$ cat src/verilog/dside_pkg.sv
// Data-side trace package.
// Shared trace record and APB request types and the register map.

`default_nettype none

package dside_pkg;

  // ------------------------------
  // Trace record
  // ------------------------------

  // One completed data-side access.
  // Data is the store data for a store and the read data for a load.
  typedef struct packed {
    logic        store;
    logic [31:0] addr;
    logic [3:0]  be;
    logic [31:0] data;
    logic        err;
  } dside_rec_t;

  // ------------------------------
  // APB request
  // ------------------------------

  typedef struct packed {
    logic        psel;
    logic        penable;
    logic        pwrite;
    logic [7:0]  paddr;
    logic [31:0] pwdata;
  } apb_req_t;

  // ------------------------------
  // Register offsets
  // ------------------------------

  localparam logic [7:0] REG_STATUS = 8'h00;
  localparam logic [7:0] REG_ADDR   = 8'h04;
  localparam logic [7:0] REG_DATA   = 8'h08;
  localparam logic [7:0] REG_INFO   = 8'h0C;
  localparam logic [7:0] REG_POP    = 8'h10;
  localparam logic [7:0] REG_LOADS  = 8'h14;
  localparam logic [7:0] REG_STORES = 8'h18;
  localparam logic [7:0] REG_ERRORS = 8'h1C;

endpackage

`default_nettype wire

$ cat src/verilog/dside_access_tracker.sv
// Access tracker for the data-side bus.
// Pairs each granted request with its response and forms one trace record.

`timescale 1ns/100ps
`default_nettype none

module dside_access_tracker (
  input  logic                   clk_i,
  input  logic                   rst_ni,

  input  logic                   dmem_req_i,
  input  logic                   dmem_gnt_i,
  input  logic                   dmem_we_i,
  input  logic [31:0]            dmem_addr_i,
  input  logic [3:0]             dmem_be_i,
  input  logic [31:0]            dmem_wdata_i,
  input  logic                   dmem_rvalid_i,
  input  logic [31:0]            dmem_rdata_i,
  input  logic                   dmem_err_i,

  input  logic                   fifo_full_i,

  output logic                   rec_valid_o,
  output dside_pkg::dside_rec_t  rec_o,
  output logic                   drop_o
);

  import dside_pkg::*;

  logic        granted;
  logic        outstanding_q;
  logic        store_q;
  logic [31:0] addr_q;
  logic [3:0]  be_q;
  logic [31:0] wdata_q;

  assign granted = dmem_req_i && dmem_gnt_i;

  // Request side of the outstanding access.
  always_ff @(posedge clk_i) begin
    if (granted) begin
      store_q <= dmem_we_i;
      addr_q  <= dmem_addr_i;
      be_q    <= dmem_be_i;
      wdata_q <= dmem_wdata_i;
    end
  end

  // A new grant may land in the same cycle as the previous response.
  always_ff @(posedge clk_i or negedge rst_ni) begin
    if (!rst_ni) begin
      outstanding_q <= 1'b0;
    end else if (granted) begin
      outstanding_q <= 1'b1;
    end else if (dmem_rvalid_i) begin
      outstanding_q <= 1'b0;
    end
  end

  // ------------------------------
  // Record build
  // ------------------------------

  always_comb begin
    rec_o       = '0;
    rec_o.store = store_q;
    rec_o.addr  = addr_q;
    rec_o.be    = be_q;
    rec_o.data  = store_q ? wdata_q : dmem_rdata_i;
    rec_o.err   = dmem_err_i;
  end

  // Full FIFO turns the record into a drop.
  assign rec_valid_o = dmem_rvalid_i && !fifo_full_i;
  assign drop_o      = dmem_rvalid_i && fifo_full_i;

  rvalid_outstanding_a : assert property (
    @(posedge clk_i) disable iff (!rst_ni)
    dmem_rvalid_i |-> outstanding_q
  );

endmodule

`default_nettype wire

$ cat config.mk
export PLATFORM = sky130hd
export DESIGN_NAME = dside_access_tracker
export DESIGN_NICKNAME = d
export VERILOG_FILES = /design/src/verilog/dside_pkg.sv /design/src/verilog/dside_access_tracker.sv
export SDC_FILE = /design/constraint.sdc
export NUM_CORES = 1
export LEC_CHECK = 0
export BUFFER_PORTS_ARGS = -buffer_cell sky130_fd_sc_hd__clkbuf_2
export CORE_ASPECT_RATIO = 1.2
export CORE_MARGIN = 2
export CORE_UTILIZATION = 44
export CTS_CLUSTER_SIZE = 8
export DETAILED_ROUTE_END_ITERATION = 16
export PLACE_DENSITY_LB_ADDON = 0.15
export SETUP_SLACK_MARGIN = 0.02
export SLEW_MARGIN = 20
export SYNTH_ARGS = -nofsm -noshare
export SYNTH_HDL_FRONTEND = slang
export SYNTH_SLANG_ARGS = --single-unit
$ cat constraint.sdc
create_clock -name clk_i -period 3.7 [get_ports clk_i]
set_input_delay 0.37 -clock clk_i [delete_from_list [all_inputs] [get_ports clk_i]]
set_output_delay 0.37 -clock clk_i [all_outputs]
set_load 0.005 [all_outputs]
# == Word-level counts from Yosys, hierarchy flattened ==
# Index checks and enable logic that the tools add are counted.
# Widths: inputs -> output; s select.
# word_totals
reg_bits,69
input_bits,108
out_inout_bits,72
# classes
n_reduce_logical,4
mux,1
# ops
op,n
$mux 32,1
$logic_and 1x1->1,3
$logic_not 1->1,1

# == Depth between registers and ports, before layout ==
# Gate-level depths: netlist of run 1.
# depth
word_depth,2
mapped_depth,3

# == Worst setup path before layout of run 1 ==
# OpenSTA, ideal clock, no wires.
# synth_path
path_kind,input to register
from,input port dmem_gnt_i
to,"register addr_q[0], enable pin"
path_buffers,0
slack_ns,1.278
t_arrival_ns,1.988
stages,1
required_ns,3.266
cell_sequence,and2_1
# synth_via
elab_chain_len,1
# synth_rtl
item,line_no,rtl
from (decl),dside_access_tracker.sv:12,"input logic dmem_gnt_i,"
$logic_and 1x1->1,dside_access_tracker.sv:37,assign granted = dmem_req_i && dmem_gnt_i;
to (signal assigned),dside_access_tracker.sv:43,addr_q <= dmem_addr_i;
to (decl),dside_access_tracker.sv:33,logic [31:0] addr_q;
# Every way passes these cells.
# A chain may end at the register's enable or synchronous reset.

==> out/results.ini, run 1 <==
[hold_path]
hold_class = in2reg
min-delay-start = dmem_addr_i[29]

[setup_path]
crit_fanout = 19
max_stage_delay_ns = 0.87
arrival_ns = 1.92
path_buf_inv = 2
path_delay_family = flip-flops
cp_slowest_cell = edfxtp_1
worst_setup_path_start_kind = flop
endpoint_kind = primary output
cp_cell_sequence = buf_12 > mux2_4 > clkbuf_2
cp-startpoint = store_q$_DFFE_PP_
critPathKind = reg2out
critPathRequiredTime_ns = 3.33

[logic_synthesis]
yosys.area.top_type = edfxtp_1
synthTopCellsByArea = edfxtp_1 78%, mux2_4 17%, buf_12 2.3%, mux2_2 0.85%, buf_4 0.57%
ys_ff_latch = 69
yosys.area.top_type_share = 0.782
async_reset_ff_frac = 0
synth_most_common_cell = edfxtp_1
ys_seq_area_frac = 0.782
synthCells = 110
synth_flop_cell = edfxtp_1
ys_warn_count = 0
synth_edf_count = 69
synth_area_per_cell_um2 = 24.1
syn-cell-area_um2 = 2650
post_synth_num_cell_types = 8
synth_common_cells = 69 x edfxtp_1, 30 x mux2_4, 3 x buf_12
syn-num-nets = 218

[layout]
fill_cells = 431
antenna_cells = 0
design_area_um2 = 3770
drive_gt1_frac = 0.762
layout.cells.non_filler = 378
syn_to_final_growth_pct = 42.3
fin_nets = 402

[power_and_ir_drop]
power_frac_clock = 0.337
p_comb_frac = 0.118
p_int_mw = 1.35
switching_share = 0.212
p_switching_mw = 0.363
p_seq_frac = 0.545
powerDensity_nw_per_um2 = 455
ir_drop_uv = 324
p_leak_nw = 1.76

[grt]
grt_max_degree = 31
antenna_found_initial = 0
grt_overflow_total = 0
grt_pass1_wl_mm = 7.27
grt_usage = 0.156
grt_pass1_vias = 1567

[floorplan]
initial_core_util = 0.461
die_x_um = 74.8
coreArea_um2 = 5740
rows = 30
die-area_um2 = 6660
fp.dieH_um = 89.0
ioPinCount = 180

[cts]
cts_tree = yes
cts_made_buffers = 9
postCtsSetupBuffers = 0
post_cts_resized = 0
cts-root-buf = clkbuf_8
clock-sinks = 69
ctsHtreeMaxLevel = 3
postCtsHoldBufs = 0
clockBufferDepth = 2
path_clk_slew_ns = 0.07

[routing]
drt-total-wl_mm = 5.23
wl_per_cell_um = 13.8
drt-initial-drc-count = 40
via_count = 1668
drc = 0
via_per_inst = 4.41
first_pass_iters = 2
drtAntennaViolNets = 0

[place]
placed_cells = 363
place_congestion = 0.723
port_buffers = 176
place_area_um2 = 3580

[sta]
period_share = 0.620
finalHoldViolations = 0
rsz0062_at_grt = false
max_freq_mhz = 436
max_slew_margin = 0.467
fin_crit_ns = 2.29
drv_slew = 0
setup_viol = 0
finalSetupTns_ns = 0
tightest_slew_ns = 0.800

[status]
status = finished clean

[flow_run]
drv_cap = 0

## cells by family after synthesis
kind of cell	Yosys count	synth area share
simple gates	3	0.00708
buf+inv	6	0.0326
flops	69	0.782
mux	32	0.178
## power by group through the flow
stage | Sequential (mW) | Combinational (mW) | Clock [mW]
3_5_place_dp | 0.954 | 0.206 | 0
3_3_place_gp | 0.951 | 0.202 | 0
5_1_grt | 0.940 | 0.223 | 0.626
2_1_floorplan | 0.953 | 0.0926 | 0
4_1_cts | 0.936 | 0.207 | 0.598
6_report | 0.936 | 0.202 | 0.578
## per-layer routing
layer	vias up	GRT usage	share of wire
li1	797	-	-
met1	753	0.150	0.33
met2	105	0.256	0.52
met3	13	0.0879	0.12
met4	0	0.0925	0.029
met5	-	0	0
## cell usage in the layout (no fill, tap or decap)
cell type   count
and2_1          1
and2_2          1
buf_12          1
buf_4           2
bufinv_16       1
clkbuf_2      176
clkbuf_8        9
clkinv_2        2
clkinv_4        2
clkinvlp_4      1
edfxtp_1       69
mux2_2          2
mux2_4         30
nor2b_1         1
## worst paths after layout
check	slack, ns	depth (start not counted)	to
worst min-delay path	0.21	1	addr_q[29]$_DFFE_PP_
worst max-delay path	1.41	3	rec_o[18]
## metrics by stage
| step | utilization | power, mW | hold slack (ns) | setup WS, ns |
|---|---|---|---|---|
| floorplan | - | 1.05 | 0.469 | 1.28 |
| global placement | 0.624 | 1.15 | 0.547 | 1.75 |
| detailed placement | 0.624 | 1.16 | 0.549 | 1.73 |
| CTS | 0.656 | 1.74 | 0.187 | 1.36 |
| global route | 0.656 | 1.79 | 0.186 | 1.32 |
| finish | 0.656 | 1.72 | 0.206 | 1.41 |
## flip-flops by register name, summed over array words and instances, names as in the netlist
register  flops
addr_q       32
store_q       1
be_q          4
wdata_q      32
## area by class of cell
cell class | instances | area [um^2] | area share
clock buffer | 9 | 124 | 0.0329
clock inverter | 6 | 65.1 | 0.0173
multi-input combinational | 35 | 493 | 0.131
sequential | 69 | 2070 | 0.550
tap | 80 | 100 | 0.0266
timing repair buffer | 179 | 916 | 0.243
Power figures use the tool's default switching activity.
==> run 2: changes to the inputs <==
ABC_AREA = 1   (was default)
CORE_UTILIZATION = 41   (was 44)
clock period = 2.35 ns   (was 3.7 ns; I/O delays follow)
==> run 2 against run 1 <==
Synthesized cell count grew 65%. Synthesized area is 1.8% lower. Sequential share of layout area up 1.1 points. Clock-buffer cell count stayed put. Utilization decreased by 4.9 points. Combinational power rose by 47%. Non-clock buffer count unchanged. Largest power group unchanged. Routed wire length up 2.5%. Power increased by 57%. Highest routed layer unchanged. Die area increased by 5.1%. Sequential cell count stayed put.
==> out/results.ini, run 2 <==
[cts]
path_clk_slew_ns = 0.07
postCtsSetupBuffers = 0
post_cts_resized = 0
clock-sinks = 69
cts_made_buffers = 9
ctsHtreeMaxLevel = 3
cts-root-buf = clkbuf_8
clockBufferDepth = 2
cts_tree = yes
postCtsHoldBufs = 0

[layout]
largestRegisters = addr_q (32), wdata_q (32), be_q (4)
post-route-util = 0.607
final_cell_mix = 176 x clkbuf_2, 88 x nand2_1, 69 x edfxtp_1
drive_gt1_frac = 0.561
fin_nets = 470
syn_to_final_growth_pct = 42.1
final_common_cell = clkbuf_2
design_area_um2 = 3700
antenna_cells = 0

[setup_path]
worstSetupPathDepth = 5
critPathKind = reg2out
critPathRequiredTime_ns = 2.12
cpMostUsedCell = nand2_1
max_stage_delay_ns = 0.37
worst_setup_path_start_kind = flop
cp_slowest_cell = edfxtp_1
path_buf_inv = 3
arrival_ns = 1.46
endpoint_kind = primary output
path_delay_family = buffers and inverters
endpoint = rec_o[15]
crit_fanout = 34
cp-startpoint = store_q$_DFFE_PP_
cp_cell_sequence = buf_4 > inv_8 > nand2_1 > nand2_1 > clkbuf_2

[routing]
drtAntennaViolNets = 0
drc = 0
drt-total-wl_mm = 5.36
wl_per_cell_um = 11.9
drt-initial-drc-count = 90
first_pass_iters = 4
via_count = 1924
via_per_inst = 4.29

[logic_synthesis]
yosys.area.top_type = edfxtp_1
synthCells = 181
ys_seq_area_frac = 0.797
post_synth_num_cell_types = 10
synth_flop_cell = edfxtp_1
synth_most_common_cell = nand2_1
ys_ff_latch = 69
synthMuxAreaShare = 0
synthAdderAreaFrac = 0
synth_edf_count = 69
synthTopCellsByArea = edfxtp_1 80%, nand2_1 13%, nand2_2 2.4%, clkbuf_8 1.6%, buf_6 1.3%
synth_area_per_cell_um2 = 14.4
yosys.area_share.simple = 0.152
ys_warn_count = 0
syn-cell-area_um2 = 2600
synth_common_cells = 88 x nand2_1, 69 x edfxtp_1, 10 x nand2_2
yosys.area.top_type_share = 0.797
async_reset_ff_frac = 0
synth_compound_area_frac = 0
syn-num-nets = 289
synth_top_family_by_area = simple AND/OR/NAND/NOR gates
synth_xor_area_frac = 0

[floorplan]
coreArea_um2 = 6090
die_x_um = 76.7
die-area_um2 = 7000
rows = 31
ioPinCount = 180
fp.dieH_um = 91.3
initial_core_util = 0.427

[place]
dp_hpwl_mm = 4.06
port_buffers = 176
place_congestion = 0.823
place_area_um2 = 3500

[sta]
tightest_slew_ns = 0.543
max_slew_margin = 0.638
max_freq_mhz = 591
period_share = 0.720
rsz0062_at_grt = false
fin_crit_ns = 1.69
finalHoldViolations = 0
finalSetupTns_ns = 0
setup_viol = 0
whs_ns = 0.0666
drv_slew = 0

[power_and_ir_drop]
powerDensity_nw_per_um2 = 729
p_leak_nw = 1.81
finalPower_mw = 2.69
ir_drop_uv = 511

[grt]
grt_usage = 0.160
grt_overflow_total = 0
grt_pass1_wl_mm = 8.42
grt_max_degree = 46
antenna_found_initial = 0
grt_pass1_vias = 1879

[hold_path]
hold_class = in2reg

[status]
status = finished clean

[flow_run]
drv_cap = 0

[run 2: changes by cell type in the layout (fill, tap and decap cells not counted), moves of 2 or more]
cell      previous run  this run
clkinv_2             2         0
nand2_1              0        88
inv_1                0         2
nand2_2              0        10
mux2_2               2         0
mux2_4              30         0
[run 2: report_power, final]
group | switching, mW | internal (mW)
Sequential | 0.0188 | 1.45
Combinational | 0.146 | 0.150
Clock | 0.440 | 0.493
[run 2: how the worst min path moves through the flow]
stage                          startpoint                    to  slack, ns  cells past startpoint
after floorplan            dmem_addr_i[0]   addr_q[0]$_DFFE_PP_       0.33                      0
after global placement     dmem_addr_i[9]   addr_q[9]$_DFFE_PP_       0.41                      1
after detailed placement   dmem_addr_i[2]   addr_q[2]$_DFFE_PP_       0.41                      1
after CTS                  dmem_addr_i[3]   addr_q[3]$_DFFE_PP_       0.04                      1
after global routing      dmem_addr_i[13]  addr_q[13]$_DFFE_PP_       0.04                      1
final                     dmem_addr_i[26]  addr_q[26]$_DFFE_PP_       0.07                      1
[run 2: per-stage QoR]
stage | setup slack (ns) | cells
after floorplan | 0.315 | 181
after global placement | 1.02 | 433
after detailed placement | 0.992 | 433
after CTS | 0.612 | 449
after global routing | 0.518 | 449
final | 0.658 | 449
[run 2: final cells by class]
| class | count | area (um^2) |
|---|---|---|
| fill | 504 | 2390 |
| multi-input combinational | 99 | 397 |
| sequential | 69 | 2070 |
| tap | 82 | 103 |
| timing repair buffer | 179 | 903 |
| clock inverter | 7 | 75.1 |
| inverter | 4 | 22.5 |
| clock buffer | 9 | 124 |
[run 2: kinds of logic after synthesis]
| group | count (synthesis) |
|---|---|
| buffers and inverters | 13 |
| AND/OR/NAND/NOR | 99 |
| flip-flops | 69 |
[run 2: metal layers]
layer	GRT usage	vias to the layer above	routed length (um)
met5	0	-	0
met4	0.0909	0	112
met3	0.0755	10	574
met2	0.249	107	2610
met1	0.179	841	2060
li1	-	966	-
