<file path="config.mk">
export PLATFORM = sky130hd
export DESIGN_NAME = dside_trace_apb
export DESIGN_NICKNAME = d
export VERILOG_FILES = /design/src/verilog/dside_pkg.sv /design/src/verilog/dside_trace_apb.sv
export SDC_FILE = /design/constraint.sdc
export NUM_CORES = 1
export LEC_CHECK = 0
export BUFFER_PORTS_ARGS = -buffer_cell sky130_fd_sc_hd__clkbuf_2
export CORE_MARGIN = 2
export CORE_UTILIZATION = 55
export CTS_CLUSTER_DIAMETER = 80
export DETAILED_ROUTE_END_ITERATION = 6
export GPL_ROUTABILITY_DRIVEN = 0
export HOLD_SLACK_MARGIN = 0.1
export PLACE_DENSITY = 0.81
export REMOVE_ABC_BUFFERS = 1
export SYNTH_ARGS = -nofsm -noshare
export SYNTH_HDL_FRONTEND = slang
export SYNTH_SLANG_ARGS = --single-unit
</file>
<file path="constraint.sdc">
create_clock -name clk_i -period 2.8 [get_ports clk_i]
set_clock_uncertainty 0.2 [all_clocks]
set_input_delay 0.28 -clock clk_i [delete_from_list [all_inputs] [get_ports clk_i]]
set_output_delay 0.28 -clock clk_i [all_outputs]
set_load 0.005 [all_outputs]
</file>
<file path="src/verilog/dside_pkg.sv">
// Data-side trace package.
// Shared trace record and APB request types and the register map.

`default_nettype none

package dside_pkg;

  // ------------------------------
  // Trace record
  // ------------------------------

  // One completed data-side access.
  // Data is the store data for a store and the read data for a load.
  typedef struct packed {
    logic        store;
    logic [31:0] addr;
    logic [3:0]  be;
    logic [31:0] data;
    logic        err;
  } dside_rec_t;

  // ------------------------------
  // APB request
  // ------------------------------

  typedef struct packed {
    logic        psel;
    logic        penable;
    logic        pwrite;
    logic [7:0]  paddr;
    logic [31:0] pwdata;
  } apb_req_t;

  // ------------------------------
  // Register offsets
  // ------------------------------

  localparam logic [7:0] REG_STATUS = 8'h00;
  localparam logic [7:0] REG_ADDR   = 8'h04;
  localparam logic [7:0] REG_DATA   = 8'h08;
  localparam logic [7:0] REG_INFO   = 8'h0C;
  localparam logic [7:0] REG_POP    = 8'h10;
  localparam logic [7:0] REG_LOADS  = 8'h14;
  localparam logic [7:0] REG_STORES = 8'h18;
  localparam logic [7:0] REG_ERRORS = 8'h1C;

endpackage

`default_nettype wire

</file>
<file path="src/verilog/dside_trace_apb.sv">
// APB register block for the trace FIFO.
// Shows the head record, pops on command, counts accesses and overflow.

`timescale 1ns/100ps
`default_nettype none

module dside_trace_apb #(
  parameter int unsigned FifoDepth = 8
) (
  input  logic                                 clk_i,
  input  logic                                 rst_ni,

  input  dside_pkg::apb_req_t                  apb_i,

  input  logic                                 rec_valid_i,
  input  logic                                 rec_store_i,
  input  logic                                 rec_err_i,
  input  logic                                 drop_i,

  input  dside_pkg::dside_rec_t                head_i,
  input  logic                                 empty_i,
  input  logic [$clog2(FifoDepth+1)-1:0]       count_i,

  output logic [31:0]                          prdata_o,
  output logic                                 pready_o,
  output logic                                 pslverr_o,
  output logic                                 pop_o
);

  import dside_pkg::*;

  logic        access;
  logic        mapped;
  logic        wr_en;
  logic        done;
  logic        cnt_clr;
  logic        overflow_q;
  logic [31:0] loads_q;
  logic [31:0] stores_q;
  logic [31:0] errors_q;
  logic [31:0] status;

  assign access = apb_i.psel && apb_i.penable;

  always_comb begin
    case (apb_i.paddr)
      REG_STATUS, REG_ADDR, REG_DATA, REG_INFO,
      REG_POP, REG_LOADS, REG_STORES, REG_ERRORS: mapped = 1'b1;
      default:                                     mapped = 1'b0;
    endcase
  end

  assign wr_en     = access && apb_i.pwrite && mapped;
  assign pready_o  = access;
  assign pslverr_o = access && !mapped;

  // Pop is ignored on an empty FIFO.
  assign pop_o = wr_en && (apb_i.paddr == REG_POP) && !empty_i;

  // ------------------------------
  // Counters and overflow
  // ------------------------------

  // Drops still count as completed accesses.
  assign done    = rec_valid_i || drop_i;
  assign cnt_clr = wr_en && ((apb_i.paddr == REG_LOADS) || (apb_i.paddr == REG_STORES) ||
                             (apb_i.paddr == REG_ERRORS));

  always_ff @(posedge clk_i or negedge rst_ni) begin
    if (!rst_ni) begin
      loads_q  <= '0;
      stores_q <= '0;
      errors_q <= '0;
    end else if (cnt_clr) begin
      loads_q  <= '0;
      stores_q <= '0;
      errors_q <= '0;
    end else if (done) begin
      loads_q  <= loads_q + {31'b0, !rec_store_i};
      stores_q <= stores_q + {31'b0, rec_store_i};
      errors_q <= errors_q + {31'b0, rec_err_i};
    end
  end

  // A drop in the clearing cycle is a fresh loss, so set wins.
  always_ff @(posedge clk_i or negedge rst_ni) begin
    if (!rst_ni) begin
      overflow_q <= 1'b0;
    end else if (drop_i) begin
      overflow_q <= 1'b1;
    end else if (wr_en && (apb_i.paddr == REG_STATUS)) begin
      overflow_q <= 1'b0;
    end
  end

  // ------------------------------
  // Read mux
  // ------------------------------

  always_comb begin
    status      = '0;
    status[7:0] = 8'(count_i);
    status[8]   = empty_i;
    status[9]   = overflow_q;
  end

  always_comb begin
    prdata_o = '0;
    if (access && !apb_i.pwrite) begin
      case (apb_i.paddr)
        REG_STATUS: prdata_o = status;
        REG_ADDR:   prdata_o = head_i.addr;
        REG_DATA:   prdata_o = head_i.data;
        REG_INFO:   prdata_o = {26'b0, head_i.err, head_i.store, head_i.be};
        REG_LOADS:  prdata_o = loads_q;
        REG_STORES: prdata_o = stores_q;
        REG_ERRORS: prdata_o = errors_q;
        default:    prdata_o = '0;
      endcase
    end
  end

  penable_with_psel_a : assert property (
    @(posedge clk_i) disable iff (!rst_ni) apb_i.penable |-> apb_i.psel
  );

endmodule

`default_nettype wire

</file>
* Word level (Yosys, flattened, before mapping)
Memories as Yosys holds them, arrays and structs flattened.
Index checks and enable logic that the tools add are counted.
** Cells by class
- $add $sub $neg :: 3
- Equality and inequality tests :: 7
- Mux-type cells :: 11
- Reduce and logical (&&, ||, !) cells :: 20
** Operators with widths (number)
- $mux W32 :: 7
- $pmux W32 S7 :: 1
- $add A32 B1 Y32 :: 3
- $eq A8 B5 Y1 const B :: 4
- $eq A8 B4 Y1 const B :: 2
- $logic_and A1 B1 Y1 :: 9
- $eq A8 B3 Y1 const B :: 1
- $logic_not A8 Y1 :: 1
- $logic_not A1 Y1 :: 4
- $reduce_bool A2 Y1 :: 2
- $logic_not A3 Y1 :: 1
- $logic_or A1 B1 Y1 :: 3
- $mux W1 :: 3
** Storage, ports and cells
- Flip-flop bits (word level) :: 97
- Bits in read-only memories :: 32
- Word-level logic and storage cells :: 46
- Memories kept :: 1
** Memory list
- (no name shown) :: depth 32, bits a word 1, read ports 1, clocked after memory_dff 0, wr ports 0, line dside_trace_apb.sv:46 : case (apb_i.paddr)

* Depth between registers and ports, before layout
Gate-level depths: netlist of the first run.
- Depth after elaboration :: 6
- Depth in mapped cells :: 8
- Depth with buffers taken out :: 7

* Worst setup path after synthesis of the first run
OpenSTA, ideal clock, no wires.
- Kind :: input port to output port
- From :: input port apb_i[35] (netlist bit)
- To :: output port prdata_o[16]
- Arrival time :: 1780 ps
- Data required time :: 2320 ps
- Setup slack :: 540 ps
- Stages :: 7
- Cell sequence :: buf_2 or4b_2 clkbuf_1 buf_2 nor3b_1 o21ai_0 a21oi_1
** On the way
- Longest elaborated chain between the ends :: 3
- Elaborated cells on any way between the ends :: 9
** Ends and longest elaborated chain
- from (decl) :: line dside_trace_apb.sv:13 : input dside_pkg::apb_req_t apb_i,
- $eq A8 B5 Y1, or another cell as far along :: line dside_trace_apb.sv:110 : case (apb_i.paddr)
- $pmux W32 S7 (*) :: line dside_trace_apb.sv:110
- $mux W32 (*) :: line dside_trace_apb.sv:109 : if (access && !apb_i.pwrite) begin
- to (decl) :: line dside_trace_apb.sv:24 : output logic [31:0] prdata_o,
Mark *: on every way between the ends. The rest lies on a longest branch, timed or not.

* Worst setup path in the final report of the first run
- From :: input port apb_i[33] (netlist bit)
- To :: output port prdata_o[5]
The elaborated chain is that of the path after synthesis.

==> flow_summary.ini, run 1 <==
[run_status]
status = finished with violations
violations = DRC

[placed_design]
dpl.hpwl_mm = 15.1
numPortBuffers = 126
dpl.cell_count = 1068
placed_cell_area_um2 = 7730
post-place-ws_ns = 0.291

[routing]
first_iter_violations = 859
drc = 1
dr_wl_met2_mm = 9.51
wl_met1_mm = 8.57
drt_wl_total_mm = 20.9
drt_pre_antenna_iters = 7
viasPerCell = 6.64
drtAntennaViolNets = 0
top_layer_used = met4
vias = 7201
wl_met3_mm = 2.09
wl_per_cell_um = 19.3

[clocking]
cts.sinks = 97
clock_path_buffers = 2
hold_buffers = 1
cts_tree = yes
htreeDepth = 3
cts-root-buf = clkbuf_16
cts_resized = 0
post-cts-setup-buffer-count = 0
cts_buffers = 9
clkSlewWorstSetupHoldPaths_ns = 0.06
clk_latency_ns = 0.35

[global_route]
grt_pass1_wl_mm = 33.5
grt.overflow.total = 0
grt_start_max_net_pins = 70
grt_pass1_vias = 6442
grt.total_usage_pct = 32.2
antenna_found_initial = 0

[sta]
report.final.hold_viol_count = 0
drv_slew = 0
slew_headroom_pct = 52.2
rsz0062_at_grt = no
tightest_slew_ns = 0.711
period_needed_ns = 2.55
finalWorstSetupSlack_ns = 0.248
setup_viol = 0
holdWs_ns = 0.137
fmax_ghz = 0.392
fin_crit_sh_pct = 91.1

[worst_setup_path]
arrival_ns = 2.07
cp-end-kind = output pin
critical_path.max_fanout = 11
worst_ep_required_time_ns = 2.32
start_kind = input pin
path_class = in2out

[layout]
drive_gt1_share_pct = 21.5
instances_no_fill = 1085
utilization_pct = 66.5
fillCellCount = 1061
layout.nets = 1042
area_growth_pct = 17.6
design_area_um2 = 8060
n_antenna_cell = 0

[power]
power_density_nw_per_um2 = 444
p_leak_nw = 3.34
ir_drop_mv = 0.329

[floorplanning]
core_area_um2 = 12100
fp.dieW_um = 116
design.die.area_um2 = 13400
io_pins = 159
start_util_pct = 56.6
fp.dieH_um = 116
row_count = 40

[synthesis]
synthAdderAreaFrac_pct = 1.10
synthCells = 803
synthesis.area_um2 = 6850
seq_area_frac_synth_pct = 35.4
synth_flop_cell = dfrtp_1
synth-xor-area-share_pct = 3.96
synth_top_family_by_area = simple AND/OR/NAND/NOR gates
ys_ff_latch = 97
synth_edf_count = 0
yosys_warnings = 0
synthMuxAreaShare_pct = 5.81
postSynthAreaPerCell_um2 = 8.53
synth_compound_area_share_pct = 21.0
async_reset_ff_share_pct = 100
synthDistinctLibCells = 60
synthSimpleGateAreaFrac_pct = 28.4

[flow_run]
maxCapViolations = 0

[worst_hold_path]
worstHoldPathType = in2reg
## layout by cell type, fill, tap and decap left out, types with 3 or more instances in the layout
cell type,n
clkbuf_16,9
nor3b_1,15
nor3_1,12
or3_1,23
xnor2_1,13
or2_2,3
and3_1,24
a22o_1,15
o22ai_1,8
nor4_1,9
clkbuf_2,125
or4b_2,3
nor2_1,49
nand2b_1,7
or4_1,36
xor2_1,18
buf_12,3
o31ai_1,27
buf_4,30
ha_1,6
a21oi_1,79
o211ai_1,4
nand2_1,57
mux2i_1,33
nand3_1,28
and2_1,8
o21ai_0,34
inv_1,12
a31o_2,3
a22oi_1,28
dfrtp_1,97
and4_1,11
nand4_1,37
## cell type report
class | count | area [um2] | area share [%]
clock buffer | 11 | 253 | 3.14
clock inverter | 5 | 62.6 | 0.776
inverter | 12 | 45.0 | 0.559
multi-input combinational | 633 | 4140 | 51.4
sequential | 97 | 2430 | 30.1
tap | 168 | 210 | 2.61
timing repair buffer | 159 | 921 | 11.4
## report_power, final
group | internal (mW) | switching, mW | leakage [nW] | total (mW)
Combinational | 0.255 | 0.293 | 1.89 | 0.548
Sequential | 1.52 | 0.213 | 1.30 | 1.73
Clock | 0.746 | 0.550 | 0.148 | 1.30
## worst paths after layout
kind / startpoint / endpoint / slack (ns) / cells after the start
hold / removal: drop_i / overflow_q / 0.14 / 2
setup / recovery: apb_i[33] / prdata_o[5] / 0.25 / 6
min in group asynchronous: rst_ni / errors_q[29] / 0.32 / 2
setup reg to reg: errors_q[0] / errors_q[22] / 0.27 / 6
hold reg to reg: overflow_q / overflow_q / 0.30 / 1
max in group asynchronous: rst_ni / loads_q[14] / 1.37 / 3
## layer usage
metal	vias up	global-route usage (%)
met2	401	50.7
met1	3446	43.9
met4	0	12.8
li1	3303	-
met3	51	6.69
met5	-	0
## sequential cells by signal, summed over array words and instances, names as in the netlist
| name | cells |
|---|---|
| loads_q | 32 |
| stores_q | 32 |
| errors_q | 32 |
| overflow_q | 1 |
## logic make-up (layout without fill, tap and decap cells)
| family | after synthesis | count (layout) |
|---|---|---|
| adder cells (fa/ha/maj) | 6 | 6 |
| flip-flops | 97 | 97 |
| AND/OR/NAND/NOR | 337 | 337 |
| buffers and inverters | 73 | 187 |
| multiplexers | 37 | 37 |
| AO/OA/AOI/OAI | 222 | 222 |
| XOR/XNOR | 31 | 31 |
## through the flow
stage	setup TNS (ns)	power (mW)
2_1_floorplan	-80.81	2.00
3_3_place_gp	0	2.27
3_5_place_dp	0	2.29
4_1_cts	0	3.58
5_1_grt	0	3.74
6_report	0	3.58
## worst max-delay path, cell delays in order
cell	delay [ns]
clkbuf_2	0.16
or4b_2	0.90
nor2_1	0.21
a22oi_1	0.11
a31oi_1	0.25
clkbuf_2	0.15
## synth_stat cells, drive strengths merged, types with 11 or more instances
library cell / n / share of area (%)
a21oi: 79 / 5.8
a22o: 15 / 1.9
a22oi: 28 / 3.1
and3: 24 / 2.2
and4: 11 / 1.4
buf: 17 / 1.3
clkbuf: 44 / 2.4
dfrtp: 97 / 35
inv: 12 / 0.66
mux2i: 33 / 4.8
nand2: 57 / 3.1
nand3: 28 / 2.0
nand4: 39 / 3.7
nor2: 50 / 2.7
nor3: 13 / 0.95
nor3b: 15 / 1.6
o21ai: 35 / 2.6
o31ai: 27 / 3.0
or3: 23 / 2.1
or4: 37 / 4.1
xnor2: 13 / 1.7
xor2: 18 / 2.3
Note: power is estimated with default switching activity, not from simulation.
==> run 2, diff against run 1 <==
--- a/config.mk
+++ b/config.mk
@@ -11,6 +11,7 @@
 export CTS_CLUSTER_DIAMETER = 80
 export DETAILED_ROUTE_END_ITERATION = 6
 export GPL_ROUTABILITY_DRIVEN = 0
+export GPL_TIMING_DRIVEN = 0
 export HOLD_SLACK_MARGIN = 0.1
 export PLACE_DENSITY = 0.81
 export REMOVE_ABC_BUFFERS = 1
==> run 2 against run 1 <==
Compared with the run above: the flow now finishes without violations; total power is 4.6% higher; non-clock buffer count down 21; hold slack got worse by 0.0075 ns; highest routed layer unchanged; critical endpoint is now prdata_o[6].
==> flow_summary.ini, run 2 (same netlist as run 1, synthesis figures left out) <==
[placed_design]
placed_cell_area_um2 = 7550
dpl.cell_count = 1041
dpl.hpwl_mm = 15.0
numPortBuffers = 126
post-place-ws_ns = -0.880

[routing]
drt_wl_total_mm = 21.0
first_iter_violations = 836
drc = 0
drtAntennaViolNets = 0
drt_pre_antenna_iters = 5
wl_per_cell_um = 19.7
vias = 6981
viasPerCell = 6.56

[floorplanning]
core_area_um2 = 12100
row_count = 40
design.die.area_um2 = 13400
io_pins = 159
fp.dieW_um = 116
start_util_pct = 56.6
fp.dieH_um = 116

[global_route]
grt_start_max_net_pins = 73
grt.overflow.total = 0
grt_pass1_wl_mm = 33.4
grt_pass1_vias = 6474
antenna_found_initial = 0
grt.total_usage_pct = 32.0

[layout]
layout_common_cells = 124 x clkbuf_2, 97 x dfrtp_1, 79 x a21oi_1, 57 x nand2_1, 48 x nor2_1
layout.nets = 1021
fillCellCount = 1024
instances_no_fill = 1064
area_growth_pct = 17.2
design_area_um2 = 8030
largest_registers = errors_q (32), loads_q (32), stores_q (32)
final_common_cell = clkbuf_2
drive_gt1_share_pct = 20.3
n_antenna_cell = 0

[power]
p_leak_nw = 3.30
ir_drop_mv = 0.336
finalPower_mw = 3.74
power_density_nw_per_um2 = 466

[clocking]
htreeDepth = 3
clk_latency_ns = 0.36
cts_buffers = 9
clkSlewWorstSetupHoldPaths_ns = 0.07
clock_path_buffers = 2
cts-root-buf = clkbuf_16
cts_tree = yes
cts.sinks = 97

[sta]
fin_crit_sh_pct = 94.6
finalWorstSetupSlack_ns = 0.150
period_needed_ns = 2.65
rsz0062_at_grt = no
tightest_slew_ns = 0.965
fmax_ghz = 0.377
drv_slew = 0
setup_viol = 0
slew_headroom_pct = 35.5
report.final.hold_viol_count = 0

[worst_setup_path]
arrival_ns = 2.17
start_kind = input pin
path_class = in2out
worst_ep_required_time_ns = 2.32
cp-end-kind = output pin
critical_path.max_fanout = 17

[flow_run]
maxCapViolations = 0

[run_status]
status = complete, no violations

[worst_hold_path]
worstHoldPathType = in2reg
-- run 2: changes by cell type in the layout (fill, tap and decap cells not counted), sizes merged --
cell,delta
buf,-22
bufinv,+2
clkinv,+1
clkinvlp,-1
inv,-1
-- run 2: per-layer routing --
layer	global-route usage (%)	vias to the layer above	part of all wire [%]
li1	-	3261	-
met2	51.3	379	47
met4	13.0	0	2.8
met5	0	-	0
met3	4.60	39	8.9
met1	44.0	3302	41
-- run 2: per-stage QoR --
step / hold WS (ns) / setup TNS, ns / util, %
finish: 0.129 / 0 / 66.3
global route: 0.158 / 0 / 66.3
CTS: 0.126 / 0 / 66.0
detailed placement: 0.101 / -53.10 / 62.4
global placement: 0.271 / -424.72 / 61.4
floorplan: -0.216 / -80.81 / -
-- run 2: area by class of cell --
cell class	count	area, um2	area share [%]
Clock inverter	6	115	1.43
Clock buffer	10	239	2.98
Tap cell	168	210	2.62
Sequential cell	97	2430	30.2
Timing Repair Buffer	138	795	9.89
Multi-Input combinational cell	633	4200	52.3
Inverter	12	45.0	0.561
-- run 2: path summary, 6_finish.rpt --
path                                   from           end  slack [ns]  cells after the start
worst max-delay path              apb_i[37]   prdata_o[6]        0.15                      7
worst min-delay path                 drop_i    overflow_q        0.13                      2
worst max register to register  stores_q[0]  stores_q[24]        0.23                      6
worst min register to register   overflow_q    overflow_q        0.30                      1
max in group asynchronous            rst_ni    overflow_q        1.45                      3
min in group asynchronous            rst_ni  errors_q[24]        0.25                      2
-- run 2: worst max-delay path: stages --
cell	delay, ns
clkbuf_2	0.11
nor3_2	0.52
buf_6	0.23
and3_2	0.46
a22oi_1	0.19
a21oi_1	0.21
clkbuf_2	0.16
-- run 2: repair_timing --
item	in CTS	in global routing
cloned	0	0
pin swaps	0	1
hold endpoints to repair	32	0
resized for setup	10	3
hold buffers	1	0
endpoints found under the setup margin	97	19
buffers inserted	4	2
-- run 2: report_power, final --
group | switching, mW | internal (mW) | total [mW] | leakage (nW)
Sequential | 0.209 | 1.52 | 1.73 | 1.30
Combinational | 0.293 | 0.247 | 0.540 | 1.83
Clock | 0.573 | 0.901 | 1.47 | 0.169
Total | 1.07 | 2.67 | 3.74 | 3.30
