$ cat src/verilog/dside_pkg.sv
// Data-side trace package.
// Shared trace record and APB request types and the register map.

`default_nettype none

package dside_pkg;

  // ------------------------------
  // Trace record
  // ------------------------------

  // One completed data-side access.
  // Data is the store data for a store and the read data for a load.
  typedef struct packed {
    logic        store;
    logic [31:0] addr;
    logic [3:0]  be;
    logic [31:0] data;
    logic        err;
  } dside_rec_t;

  // ------------------------------
  // APB request
  // ------------------------------

  typedef struct packed {
    logic        psel;
    logic        penable;
    logic        pwrite;
    logic [7:0]  paddr;
    logic [31:0] pwdata;
  } apb_req_t;

  // ------------------------------
  // Register offsets
  // ------------------------------

  localparam logic [7:0] REG_STATUS = 8'h00;
  localparam logic [7:0] REG_ADDR   = 8'h04;
  localparam logic [7:0] REG_DATA   = 8'h08;
  localparam logic [7:0] REG_INFO   = 8'h0C;
  localparam logic [7:0] REG_POP    = 8'h10;
  localparam logic [7:0] REG_LOADS  = 8'h14;
  localparam logic [7:0] REG_STORES = 8'h18;
  localparam logic [7:0] REG_ERRORS = 8'h1C;

endpackage

`default_nettype wire

$ cat src/verilog/dside_trace_fifo.sv
// Trace record FIFO.
// Circular buffer with full, empty and occupancy count.

`timescale 1ns/100ps
`default_nettype none

module dside_trace_fifo #(
  parameter int unsigned FifoDepth = 8
) (
  input  logic                                 clk_i,
  input  logic                                 rst_ni,

  input  logic                                 push_i,
  input  dside_pkg::dside_rec_t                push_data_i,
  input  logic                                 pop_i,

  output dside_pkg::dside_rec_t                head_o,
  output logic                                 empty_o,
  output logic                                 full_o,
  output logic [$clog2(FifoDepth+1)-1:0]       count_o
);

  import dside_pkg::*;

  localparam int unsigned PtrW = $clog2(FifoDepth);
  localparam int unsigned CntW = $clog2(FifoDepth + 1);

  dside_rec_t      buf_q [FifoDepth];
  logic [PtrW-1:0] wr_ptr_q;
  logic [PtrW-1:0] rd_ptr_q;
  logic [CntW-1:0] count_q;
  logic            do_push;
  logic            do_pop;

  assign do_push = push_i && !full_o;
  assign do_pop  = pop_i && !empty_o;

  always_ff @(posedge clk_i) begin
    if (do_push) begin
      buf_q[wr_ptr_q] <= push_data_i;
    end
  end

  // Depth is a power of two, so pointers wrap on their own.
  always_ff @(posedge clk_i or negedge rst_ni) begin
    if (!rst_ni) begin
      wr_ptr_q <= '0;
      rd_ptr_q <= '0;
      count_q  <= '0;
    end else begin
      if (do_push) begin
        wr_ptr_q <= wr_ptr_q + 1'b1;
      end
      if (do_pop) begin
        rd_ptr_q <= rd_ptr_q + 1'b1;
      end
      case ({do_push, do_pop})
        2'b10:   count_q <= count_q + 1'b1;
        2'b01:   count_q <= count_q - 1'b1;
        default: count_q <= count_q;
      endcase
    end
  end

  assign head_o  = buf_q[rd_ptr_q];
  assign empty_o = (count_q == '0);
  assign full_o  = (count_q == CntW'(FifoDepth));
  assign count_o = count_q;

  no_push_full_a : assert property (
    @(posedge clk_i) disable iff (!rst_ni) push_i |-> !full_o
  );

  no_pop_empty_a : assert property (
    @(posedge clk_i) disable iff (!rst_ni) pop_i |-> !empty_o
  );

endmodule

`default_nettype wire

$ cat config.mk
export PLATFORM = sky130hd
export DESIGN_NAME = dside_trace_fifo
export DESIGN_NICKNAME = d
export VERILOG_FILES = /design/src/verilog/dside_pkg.sv /design/src/verilog/dside_trace_fifo.sv
export SDC_FILE = /design/constraint.sdc
export NUM_CORES = 1
export LEC_CHECK = 0
export ABC_CLOCK_PERIOD_IN_PS = 6850
export BUFFER_PORTS_ARGS = -buffer_cell sky130_fd_sc_hd__buf_4
export CORE_MARGIN = 1.5
export CORE_UTILIZATION = 62
export CTS_BUF_LIST = sky130_fd_sc_hd__clkbuf_8
export CTS_CLUSTER_SIZE = 28
export DETAILED_ROUTE_END_ITERATION = 7
export PLACE_DENSITY = 0.82
export SLEW_MARGIN = 20
export SYNTH_ARGS = -nofsm -noshare
export SYNTH_HDL_FRONTEND = slang
export SYNTH_SLANG_ARGS = --single-unit
$ cat constraint.sdc
create_clock -name clk_i -period 6.85 [get_ports clk_i]
set_clock_uncertainty 0.1 [all_clocks]
set_input_delay 0 -clock clk_i [delete_from_list [all_inputs] [get_ports clk_i]]
set_output_delay 0 -clock clk_i [all_outputs]
set_load 0.02 [all_outputs]
Yosys cells after proc, flatten, opt, wreduce, memory -nomap -nowiden
Memory sizes are Yosys's and may differ from the RTL's.
Cells that the tools add are included.
{"block": "word_totals", "ff_bits": 10, "latch_bits": 0, "ram_bits": 560, "rom_bits": 0, "input_bits": 74, "elab_cells": 20, "mem_count": 1}
{"memory": "buf_q", "depth": 8, "word_bits": 70, "rd": 1, "rd_clocked_by_memory_dff": 0, "write_ports": 1, "line_no": "dside_trace_fifo.sv:28", "source": "dside_rec_t buf_q [FifoDepth];"}
{"block": "classes", "add_sub_neg": 4, "multipliers": 0, "div": 0, "magnitude_cmp": 0, "eq_ne": 3, "shift": 0, "mux": 3, "bitwise": 0, "n_reduce_logical": 6}
{"op": "4-bit one-hot mux with 2 select lines", "count": 1}
{"op": "3-bit by 1-bit adder with 3-bit output (second input constant)", "count": 2}
{"op": "4-bit by 1-bit adder with 4-bit output (second input constant)", "count": 1}
{"op": "4-bit == test (second input constant)", "count": 1}
{"op": "4-bit zero test", "count": 1}
{"op": "4-bit by 1-bit subtractor with 4-bit output (second input constant)", "count": 1}
{"op": "2-bit by 1-bit == test with 1-bit output (second input constant)", "count": 1}
{"op": "2-bit == test (second input constant)", "count": 1}
{"op": "1-bit logical AND", "count": 2}
{"op": "1-bit zero test", "count": 2}
{"op": "1-bit two-way mux", "count": 2}
{"op": "2-bit nonzero test", "count": 1}

Depth between registers and ports, before layout
Gate-level depths: netlist (run 1).
{"block": "logic_depth", "ltp_word": 5, "depth_mapped": 7, "ltp_nobuf": 7}

Worst setup path before layout (run 1)
OpenSTA, ideal clock, no wires.
{"block": "synth_timing", "kind": "register -> register", "startpoint": "register count_q[0] (netlist: count_o[0])", "endpoint": "memory buf_q[1][0] in the netlist's numbering (enable)", "t_arrival_ns": 5.676, "required_ns": 6.166, "path_slack_ns": 0.490, "path_stages_with_launch": 4, "n_path_buf": 0, "path_cell_list": "dfrtp_1 -> or4b_1 -> nand3_1 -> nor3_1"}
{"block": "synth_between", "elab_chain_cells": 5}
{"element": "from (decl)", "line_no": "dside_trace_fifo.sv:31", "source": "logic [CntW-1:0] count_q;"}
{"element": "from (signal assigned)", "line_no": "dside_trace_fifo.sv:58", "source": "2'b10: count_q <= count_q + 1'b1;"}
{"element": "from (signal assigned)", "line_no": "dside_trace_fifo.sv:59", "source": "2'b01: count_q <= count_q - 1'b1;"}
{"element": "from (signal assigned)", "line_no": "dside_trace_fifo.sv:60", "source": "default: count_q <= count_q;"}
{"element": "4-bit == test", "line_no": "dside_trace_fifo.sv:67", "source": "assign full_o = (count_q == CntW'(FifoDepth));"}
{"element": "1-bit zero test", "line_no": "dside_trace_fifo.sv:35", "source": "assign do_push = push_i && !full_o;"}
{"element": "1-bit logical AND", "line_no": "dside_trace_fifo.sv:35"}
{"element": "1-bit two-way mux", "line_no": "dside_trace_fifo.sv:39", "source": "if (do_push) begin"}
{"element": "1-bit two-way mux (implied by the code)", "line_no": "dside_trace_fifo.sv:40", "source": "buf_q[wr_ptr_q] <= push_data_i;"}
{"element": "to (decl)", "line_no": "dside_trace_fifo.sv:28"}
No other way between the ends.

==> results of run 1 <==
==> placed cells by master, fill, tap and decap left out, types with 2 or more instances in the layout <==
master,count
edfxtp_1,560
buf_4,161
mux4_2,140
clkbuf_8,86
dlygate4sd3_1,74
mux2_2,71
inv_1,41
clkinv_1,9
nand2_1,7
clkinv_2,7
dfrtp_1,7
nor2_4,6
diode_2,5
xnor2_1,5
ha_1,5
nand3_1,4
nor3b_1,3
clkinvlp_4,3
dfrtp_4,3
nand2b_1,2
nor3_2,2
a21oi_1,2
inv_6,2
==> area by class of cell <==
| class | count | area (µm²) |
|---|---|---|
| antenna | 5 | 12.51 |
| tap | 455 | 569.3 |
| clock buffer | 86 | 1184 |
| sequential | 570 | 17080 |
| clock inverter | 59 | 271.5 |
| timing repair buffer | 238 | 2008 |
| fill | 1879 | 8950 |
| inverter | 6 | 22.52 |
| multi-input combinational | 260 | 4363 |
==> critical path, stage by stage, from the launching register on <==
cell     delay [ns]
dfrtp_4        0.73
buf_16         0.30
buf_12         0.61
mux4_2         0.60
mux2_2         0.31
buf_4          0.16
==> synth_stat cells <==
library cell  instances  area, µm²
dfrtp_1              10      250.2
nor2_1                6      22.52
nand2_1               7      26.28
a21oi_1               2      10.01
a2111o_1              1      11.26
mux2i_1               1      10.01
nand3b_1              1      7.510
nor3_1                2      10.01
o311ai_0              1      8.760
nor3b_1               3      22.52
nand3_1               4      20.02
mux2_2               71      799.5
inv_1                 5      18.77
nor4_1                1      6.260
o41ai_1               1      8.760
nand2b_1              2      12.51
or4b_1                1      10.01
ha_1                  5      62.56
xnor2_1               5      43.79
fa_1                  1      20.02
buf_6                10      112.6
or4b_2                1      10.01
clkbuf_1             20      75.07
inv_2                 1      3.750
o211ai_1              1      7.510
o21ai_0               1      5.000
buf_2                 9      45.04
mux4_2              140       3153
xor2_1                1      8.760
buf_1                 2      7.510
mux2_1                1      11.26
edfxtp_1            560      16820
==> metrics by stage <==
step           std cells  utilization  hold slack (ns)
2_1_floorplan        877            -          -0.3956
3_3_place_gp        1454       0.6753          -0.2629
3_5_place_dp        1454       0.6753          -0.2603
4_1_cts             1673       0.7390          0.01187
5_1_grt             1678       0.7402          0.03088
6_report            1679       0.7403          0.04282
==> layer usage <==
layer | vias up | GRT usage | wire length, µm
li1 | 4322 | - | -
met1 | 5196 | 0.3236 | 16580
met2 | 361 | 0.3921 | 20920
met3 | 47 | 0.05313 | 2635
met4 | 0 | 0.06868 | 576
met5 | - | 0 | 0
==> flip-flops by register name, summed over array words and instances (netlist names) <==
name and cells:
count_o 4, rd_ptr_q 3, wr_ptr_q 3, buf_q 560
==> worst min-delay path by stage <==
stage	from	end	cells past startpoint
6_report	push_data_i[67]	buf_q[5][67]	2
5_1_grt	push_data_i[63]	buf_q[4][63]	2
4_1_cts	push_data_i[67]	buf_q[5][67]	2
3_5_place_dp	rst_ni	count_o[3]	1
3_3_place_gp	rst_ni	count_o[3]	1
2_1_floorplan	rst_ni	count_o[0]	0
==> kinds of logic (layout without fill, tap and decap cells) <==
| logic type | after synthesis | after routing | synth area share |
|---|---|---|---|
| simple gates | 28 | 28 | 0.006824 |
| compound gates | 7 | 7 | 0.002371 |
| mux | 213 | 213 | 0.1837 |
| buf+inv | 47 | 389 | 0.01214 |
| flops | 570 | 570 | 0.7888 |
| fa+ha+maj | 6 | 6 | 0.003817 |
| xor+xnor | 6 | 6 | 0.002429 |
| other cells | 0 | 5 | 0 |
==> power by group through the flow <==
stage          logic, µW  clock network (µW)  registers (µW)
2_1_floorplan       2530                   0            4620
4_1_cts             3590                2410            4730
5_1_grt             3840                2560            4720
3_3_place_gp        3500                   0            4750
3_5_place_dp        3530                   0            4790
6_report            3610                2370            4670
==> repair_timing <==
| item | 4_1_cts | 5_1_grt |
|---|---|---|
| hold buffers | 74 | 0 |
| setup endpoints to repair | 0 | 0 |
| resized for setup | 0 | 0 |
| setup buffers | 0 | 0 |
| hold endpoints to repair | 581 | 0 |
==> results.sh, run 1 <==
export IMPL_run_status="complete, no violations"
export IMPL_dpl_instance_area_um2=23270
export IMPL_path_class="register to output port"
export IMPL_viasPerCell=5.912
export IMPL_area_growth_syn_to_layout_pct=17.89
export IMPL_cts_buffers=84
export IMPL_pre_cts_ws_ns=3.682
export IMPL_clkTransAtPathRegs_ns=0.07
export IMPL_switchingPower_uw=3322
export IMPL_die_w_um=189.8
export IMPL_power_uw=10640
export IMPL_finish_net_count=1240
export IMPL_finalCritPeriodShare=0.5200
export IMPL_h_tree_depth=3
export IMPL_leakage_uw=0.008504
export IMPL_ys_seq_elements=570
export IMPL_intPower_uw=7318
export IMPL_crit_path_start="rd_ptr_q[0]"
export IMPL_grt_max_degree=93
export IMPL_drc_errors=0
export IMPL_antenna_found_initial=5
export IMPL_cp_end_kind="output port"
export IMPL_cts_root_buffer_cell="clkbuf_8"
export IMPL_netlist_area_um2=21640
export IMPL_ir_drop_uv=339.1
export IMPL_cts_sinks=570
export IMPL_setup_viol=0
export IMPL_overflow=0
export IMPL_start_util=0.6279
export IMPL_max_slew_margin=0.2943
export IMPL_antenna_left=0
export IMPL_clock_path_buffers=3
export IMPL_rr_worst_depth=4
export IMPL_drv_slew=0
export IMPL_worst_pin_slew_ns=1.056
export IMPL_pwr_share_comb=0.339
export IMPL_r2r_end="buf_q[7][53]"
export IMPL_synth_cell_type_count=32
export IMPL_rsz0062_at_grt="false"
export IMPL_p_per_area_nw_per_um2=417.1
export IMPL_synth_nets=957
export IMPL_seqPwrFrac=0.439
export IMPL_boundaryPins=150
export IMPL_core_area_um2=34460
export IMPL_syn_area_per_cell_um2=24.67
export IMPL_post_dp_hpwl_um=21220
export IMPL_drive_gt1_frac=0.4003
export IMPL_grt_pass1_vias=10853
export IMPL_p_sw_frac=0.3122
export IMPL_ys_seq_area_frac=0.7888
export IMPL_grt_use_total=0.2372
export IMPL_fin_crit_ns=3.562
export IMPL_routedWlPerCell_um=24.25
export IMPL_setup_ws_ns=3.288
export IMPL_max_cap_violations=0
export IMPL_reg2reg_slack_ns=3.68
export IMPL_cts_tree="built"
export IMPL_gp_congestion=0.7380
export IMPL_setup_tns_final_ns=0
export IMPL_worstPathMaxFanout=92
export IMPL_syn_inst=877
export IMPL_power_frac_clock=0.222
export IMPL_fin_area_um2=25510
export IMPL_clk_latency_ns=0.63
export IMPL_vias=9926
export IMPL_dieArea_um2=36030
export IMPL_drtPass1Iterations=5
export IMPL_hold_viol_final=0
export IMPL_worstSetupStartpointType="register"
export IMPL_port_buffers=149
export IMPL_r2r_start="count_o[0]"
export IMPL_drt_iter0_markers=933
export IMPL_crit_required_ns=6.75
export IMPL_crit_arrival_ns=3.46
export IMPL_grt_pass1_wl_um=62450
export IMPL_crit_end="head_o[53]"
export IMPL_drt_total_wl_um=40710
export IMPL_fp_row_count=68
export IMPL_ys_warn_count=0
export IMPL_max_freq_mhz=280.7
export IMPL_die_h_um=189.8
export IMPL_holdCritPathClass="input port to register"
(Power assumes the default switching activity.)
==> inputs of run 2 (changes only) <==
Settings changed: ABC_AREA set to 1, ABC_CLOCK_PERIOD_IN_PS 6850 to 3100, CORE_UTILIZATION 62 to 57, PLACE_DENSITY 0.82 to 0.78.
Clock period 6.85 ns to 3.1 ns, I/O delays scaled along.
==> results.sh, run 2 <==
export IMPL_max_freq_mhz=365.1
export IMPL_max_slew_margin=0.4913
export IMPL_power_uw=26550
export IMPL_fin_area_um2=28760
export IMPL_ys_seq_elements=570
export IMPL_crit_family="flip-flops"
export IMPL_cts_root_buffer_cell="clkbuf_8"
export IMPL_synth_edf_count=560
export IMPL_utilization=0.6811
export IMPL_drt_iter0_markers=1469
export IMPL_leakage_uw=0.01265
export IMPL_drc_errors=0
export IMPL_worstSetupStartpointType="register"
export IMPL_synth_nets=2580
export IMPL_netlist_area_um2=24570
export IMPL_die_w_um=210.6
export IMPL_ir_drop_uv=624.9
export IMPL_cp_end_kind="output port"
export IMPL_fp_row_count=75
export IMPL_setup_viol=0
export IMPL_routedWlPerCell_um=15.53
export IMPL_nFillCells=3039
export IMPL_viasPerCell=4.990
export IMPL_post_dp_hpwl_um=28140
export IMPL_clock_path_buffers=3
export IMPL_synth_common_cells="nand2_1 (934), nor2_1 (562), edfxtp_1 (560), inv_1 (293), buf_2 (71)"
export IMPL_cts_tree="built"
export IMPL_multi_input_area_um2=5942
export IMPL_grt_use_total=0.2393
export IMPL_worst_pin_slew_ns=0.7606
export IMPL_clkTransAtPathRegs_ns=0.07
export IMPL_cts_setup_buffers=0
export IMPL_dieArea_um2=44360
export IMPL_vias=16722
export IMPL_crit_required_ns=3.00
export IMPL_rsz0062_at_grt="false"
export IMPL_setup_tns_final_ns=0
export IMPL_ys_warn_count=0
export IMPL_regArea_um2=17080
export IMPL_synth_top_family_by_area="simple AND/OR/NAND/NOR gates"
export IMPL_crit_buf_inv=2
export IMPL_gp_congestion=0.8180
export IMPL_drt_total_wl_um=52050
export IMPL_r2r_end="count_o[3]"
export IMPL_largest_reg_flops=560
export IMPL_drv_slew=0
export IMPL_drtPass1Iterations=7
export IMPL_synth_area_mux_share=0
export IMPL_r2r_start="count_o[1]"
export IMPL_synth_ff_type="edfxtp_1"
export IMPL_h_tree_depth=3
export IMPL_holdCritPathClass="input port to register"
export IMPL_crit_chain="buf_4 -> nor2_1 -> nor2_1 -> nand2_1 -> nand2_1 -> nand2_1 -> nand2_1 -> buf_4"
export IMPL_reg2reg_slack_ns=0.65
export IMPL_port_buffers=149
export IMPL_synthTopCellsByArea="edfxtp_1 (68%), nand2_1 (14%), nor2_1 (8.6%)"
export IMPL_layout_commonest_cell="nand2_1"
export IMPL_crit_top_cell="nand2_1"
export IMPL_async_flop_share=0.01754
export IMPL_setup_ws_ns=0.3610
export IMPL_overflow=0
export IMPL_grt_pass1_wl_um=82340
export IMPL_rr_worst_depth=10
export IMPL_crit_arrival_ns=2.64
export IMPL_area_growth_syn_to_layout_pct=17.06
export IMPL_grt_max_degree=105
export IMPL_hold_viol_final=0
export IMPL_synth_top_cell_area_share=0.6844
export IMPL_worstPathMaxFanout=61
export IMPL_finish_net_count=2825
export IMPL_drive_gt1_frac=0.1121
export IMPL_crit_slowest_cell="dfrtp_4"
export IMPL_min_to="buf_q[5][26]"
export IMPL_ys_seq_area_frac=0.6946
export IMPL_clk_latency_ns=0.62
export IMPL_synth_cell_type_count=18
export IMPL_synthAdderAreaFrac=0.003361
export IMPL_final_cell_mix="nand2_1 (933), nor2_1 (561), edfxtp_1 (560)"
export IMPL_path_class="register to output port"
export IMPL_core_area_um2=42230
export IMPL_p_per_area_nw_per_um2=923.3
export IMPL_regMostFlops="buf_q"
export IMPL_max_cap_violations=0
export IMPL_hold_start="push_data_i[26]"
export IMPL_grt_pass1_vias=16181
export IMPL_synth_simple_area_share=0.2315
export IMPL_synth_top_cell_by_area="edfxtp_1"
export IMPL_boundaryPins=150
export IMPL_finalCritPeriodShare=0.8835
export IMPL_syn_area_per_cell_um2=9.828
export IMPL_dpl_instance_area_um2=26440
export IMPL_slowest_delay_ns=0.74
export IMPL_synth_xor_area_frac=0.002139
export IMPL_syn_inst=2500
export IMPL_synth_compound_area_frac=0.0008148
export IMPL_synth_most_common_cell="nand2_1"
export IMPL_hold_depth=2
export IMPL_fin_crit_ns=2.739
export IMPL_pre_cts_ws_ns=0.6484
export IMPL_cts_sinks=570
export IMPL_run_status="complete, no violations"
export IMPL_die_h_um=210.6
export IMPL_cts_buffers=89
export IMPL_antenna_found_initial=2
export IMPL_antenna_left=0
export IMPL_start_util=0.5818
## run 2: changes by cell type in the layout (fill, tap and decap cells not counted), moves of 9 or more
cell and change:
mux4_2 -140, clkbuf_8 +9, inv_1 +276, nor2_1 +561, nand2_1 +926, mux2_2 -71
buf_12 +17, clkinv_1 +17
## run 2: layout make-up
| type | count | area share |
|---|---|---|
| multi-input cells | 1526 | 0.2066 |
| repair buffers | 263 | 0.08309 |
| flip-flops and latches | 570 | 0.5939 |
| inverters | 295 | 0.03859 |
| well taps | 539 | 0.02345 |
| clock inverters | 61 | 0.008744 |
| clock buffers | 95 | 0.04546 |
| diodes | 2 | 0.0001740 |
## run 2: routing by layer
| metal | track usage | routed length (µm) |
|---|---|---|
| met5 | 0 | 0 |
| met4 | 0.08547 | 1274 |
| met3 | 0.04460 | 3348 |
| met2 | 0.4157 | 26370 |
| met1 | 0.3018 | 21060 |
## run 2: cells by family after synthesis
family	after synthesis
flops	570
xor+xnor	6
buf+inv	404
simple gates	1510
fa+ha+maj	6
compound gates	4
## run 2: timing repair
item	CTS	global route
hold endpoints to repair	580	0
endpoints found under the setup margin	0	0
hold buffers	76	0
gates resized for setup	0	0
## run 2: through the flow
stage | instances | hold slack (ns)
2_1_floorplan | 2500 | -0.3956
3_3_place_gp | 3117 | -0.2641
3_5_place_dp | 3117 | -0.2629
4_1_cts | 3349 | 0.006674
5_1_grt | 3351 | 0.03548
6_report | 3351 | 0.05229
## run 2: worst max-delay path by stage
stage / from / end / cells after the start
after detailed placement: count_o[1] / count_o[3] / 10
final: rd_ptr_q[0] / head_o[0] / 8
after CTS: rd_ptr_q[0] / head_o[0] / 8
after floorplan: count_o[1] / buf_q[1][0] / 5
after global routing: rd_ptr_q[0] / head_o[21] / 8
after global placement: count_o[1] / count_o[3] / 10
## run 2: power breakdown
| part | switching [µW] | total (µW) | internal, µW |
|---|---|---|---|
| Sequential | 468 | 10100 | 9650 |
| Clock | 2770 | 5570 | 2810 |
| Combinational | 7220 | 10900 | 3640 |
==> inputs of run 3 (changes only) <==
Settings changed: CELL_PAD_IN_SITES_DETAIL_PLACEMENT set to 1, CELL_PAD_IN_SITES_GLOBAL_PLACEMENT set to 1, CORE_UTILIZATION 57 to 35, PLACE_DENSITY 0.78 to unset, PLACE_DENSITY_LB_ADDON set to 0.1.
==> results.sh, run 3 (synthesized netlist as in run 2, its figures left out) <==
export IMPL_run_status="complete, no violations"
export IMPL_crit_required_ns=3.00
export IMPL_crit_arrival_ns=2.65
export IMPL_utilization=0.4388
export IMPL_boundaryPins=150
export IMPL_cts_setup_buffers=0
export IMPL_worst_pin_slew_ns=0.9413
export IMPL_overflow=0
export IMPL_start_util=0.3557
export IMPL_max_slew_margin=0.3705
export IMPL_routedWlPerCell_um=16.51
export IMPL_viasPerCell=4.446
export IMPL_cts_buffers=101
export IMPL_cts_resized=0
export IMPL_grt_use_total=0.1815
export IMPL_post_dp_hpwl_um=35840
export IMPL_drc_errors=0
export IMPL_cp_end_kind="output port"
export IMPL_crit_family="buffers and inverters"
export IMPL_rr_worst_depth=10
export IMPL_crit_slowest_cell="buf_4"
export IMPL_vias=17127
export IMPL_drt_iter0_markers=709
export IMPL_fin_crit_ns=2.754
export IMPL_hold_viol_final=0
export IMPL_holdCritPathClass="input port to register"
export IMPL_cts_tree="built"
export IMPL_p_per_area_nw_per_um2=914.8
export IMPL_core_area_um2=69070
export IMPL_drtPass1Iterations=6
export IMPL_drt_total_wl_um=63590
export IMPL_crit_cells=6
export IMPL_largest_reg_flops=560
export IMPL_port_buffers=149
export IMPL_grt_pass1_vias=17941
export IMPL_cts_root_buffer_cell="clkbuf_8"
export IMPL_layout_commonest_cell="nand2_1"
export IMPL_worstSetupStartpointType="register"
export IMPL_h_tree_depth=3
export IMPL_grt_pass1_wl_um=99590
export IMPL_worstPathMaxFanout=36
export IMPL_max_cap_violations=0
export IMPL_ir_drop_uv=497.3
export IMPL_crit_top_cell="buf_4"
export IMPL_leakage_uw=0.01312
export IMPL_cts_sinks=570
export IMPL_reg2reg_slack_ns=0.62
export IMPL_clk_latency_ns=0.68
export IMPL_antenna_found_initial=4
export IMPL_die_h_um=268.0
export IMPL_finish_net_count=2912
export IMPL_fp_row_count=96
export IMPL_crit_chain="clkinv_2 -> buf_4 -> buf_4 -> nand2_1 -> nand2_1 -> buf_4"
export IMPL_regMostFlops="buf_q"
export IMPL_crit_buf_inv=4
export IMPL_rsz0062_at_grt="false"
export IMPL_final_cell_mix="nand2_1 (933), nor2_1 (561), edfxtp_1 (560)"
export IMPL_hold_depth=2
export IMPL_drv_slew=0
export IMPL_clkTransAtPathRegs_ns=0.06
export IMPL_setup_tns_final_ns=0
export IMPL_setup_viol=0
export IMPL_drive_gt1_frac=0.1175
export IMPL_grt_max_degree=116
export IMPL_area_growth_syn_to_layout_pct=23.36
export IMPL_die_w_um=268.0
export IMPL_max_freq_mhz=363.1
export IMPL_slowest_delay_ns=0.53
export IMPL_path_class="register to output port"
export IMPL_antenna_left=0
export IMPL_finalCritPeriodShare=0.8883
export IMPL_clock_path_buffers=3
export IMPL_nFillCells=7803
export IMPL_gp_congestion=0.7299
export IMPL_dieArea_um2=71800
run 3: metrics by stage:
stage | hold slack [ns] | worst slack [ns] | instances | instance area, µm² | total power, µW
4_1_cts | 0.001482 | 0.2342 | 3849 | 30300 | 28320
5_1_grt | 0.01044 | 0.08013 | 3852 | 30310 | 29830
3_5_place_dp | -0.2549 | 0.6148 | 3517 | 27080 | 21790
3_3_place_gp | -0.2540 | 0.6309 | 3517 | 27080 | 21510
2_1_floorplan | -0.3956 | 0.01498 | 2500 | 24690 | 17470
6_report | 0.05720 | 0.3463 | 3852 | 30310 | 27730
run 3: per-layer routing:
metal | global-route usage | part of all wire
met2 | 0.3187 | 0.50
met4 | 0.05390 | 0.022
met3 | 0.03097 | 0.028
met5 | 0 | 0.00019
met1 | 0.2289 | 0.45
run 3: timing repair:
item                                    CTS  global route
hold buffers                            143             0
endpoints found under the hold margin   584             0
endpoints found under the setup margin    0             0
run 3: cell type report:
type | instances | area (µm²) | area share
multi-input cells | 1526 | 5942 | 0.1960
clock buffers | 104 | 1431 | 0.04723
flip-flops and latches | 570 | 17080 | 0.5637
diodes | 3 | 7.507 | 0.0002477
clock inverters | 85 | 360.3 | 0.01189
inverters | 295 | 1111 | 0.03666
repair buffers | 338 | 3208 | 0.1058
well taps | 931 | 1165 | 0.03843
run 3: power by group:
part           total, µW  internal, µW  switching, µW  leakage, µW
Sequential         10000          9650            385      0.00520
Clock               6270          3110           3150      0.00102
Combinational      11400          3810           7610      0.00690
Total              27700         16600          11200       0.0131
run 3: worst paths after layout:
check                                     start            to
worst max-delay path                rd_ptr_q[2]    head_o[22]
worst min-delay path            push_data_i[10]  buf_q[2][10]
worst max register to register       count_o[1]    count_o[3]
worst min register to register       count_o[0]    count_o[0]
max in group asynchronous                rst_ni   rd_ptr_q[1]
min in group asynchronous                rst_ni   rd_ptr_q[0]
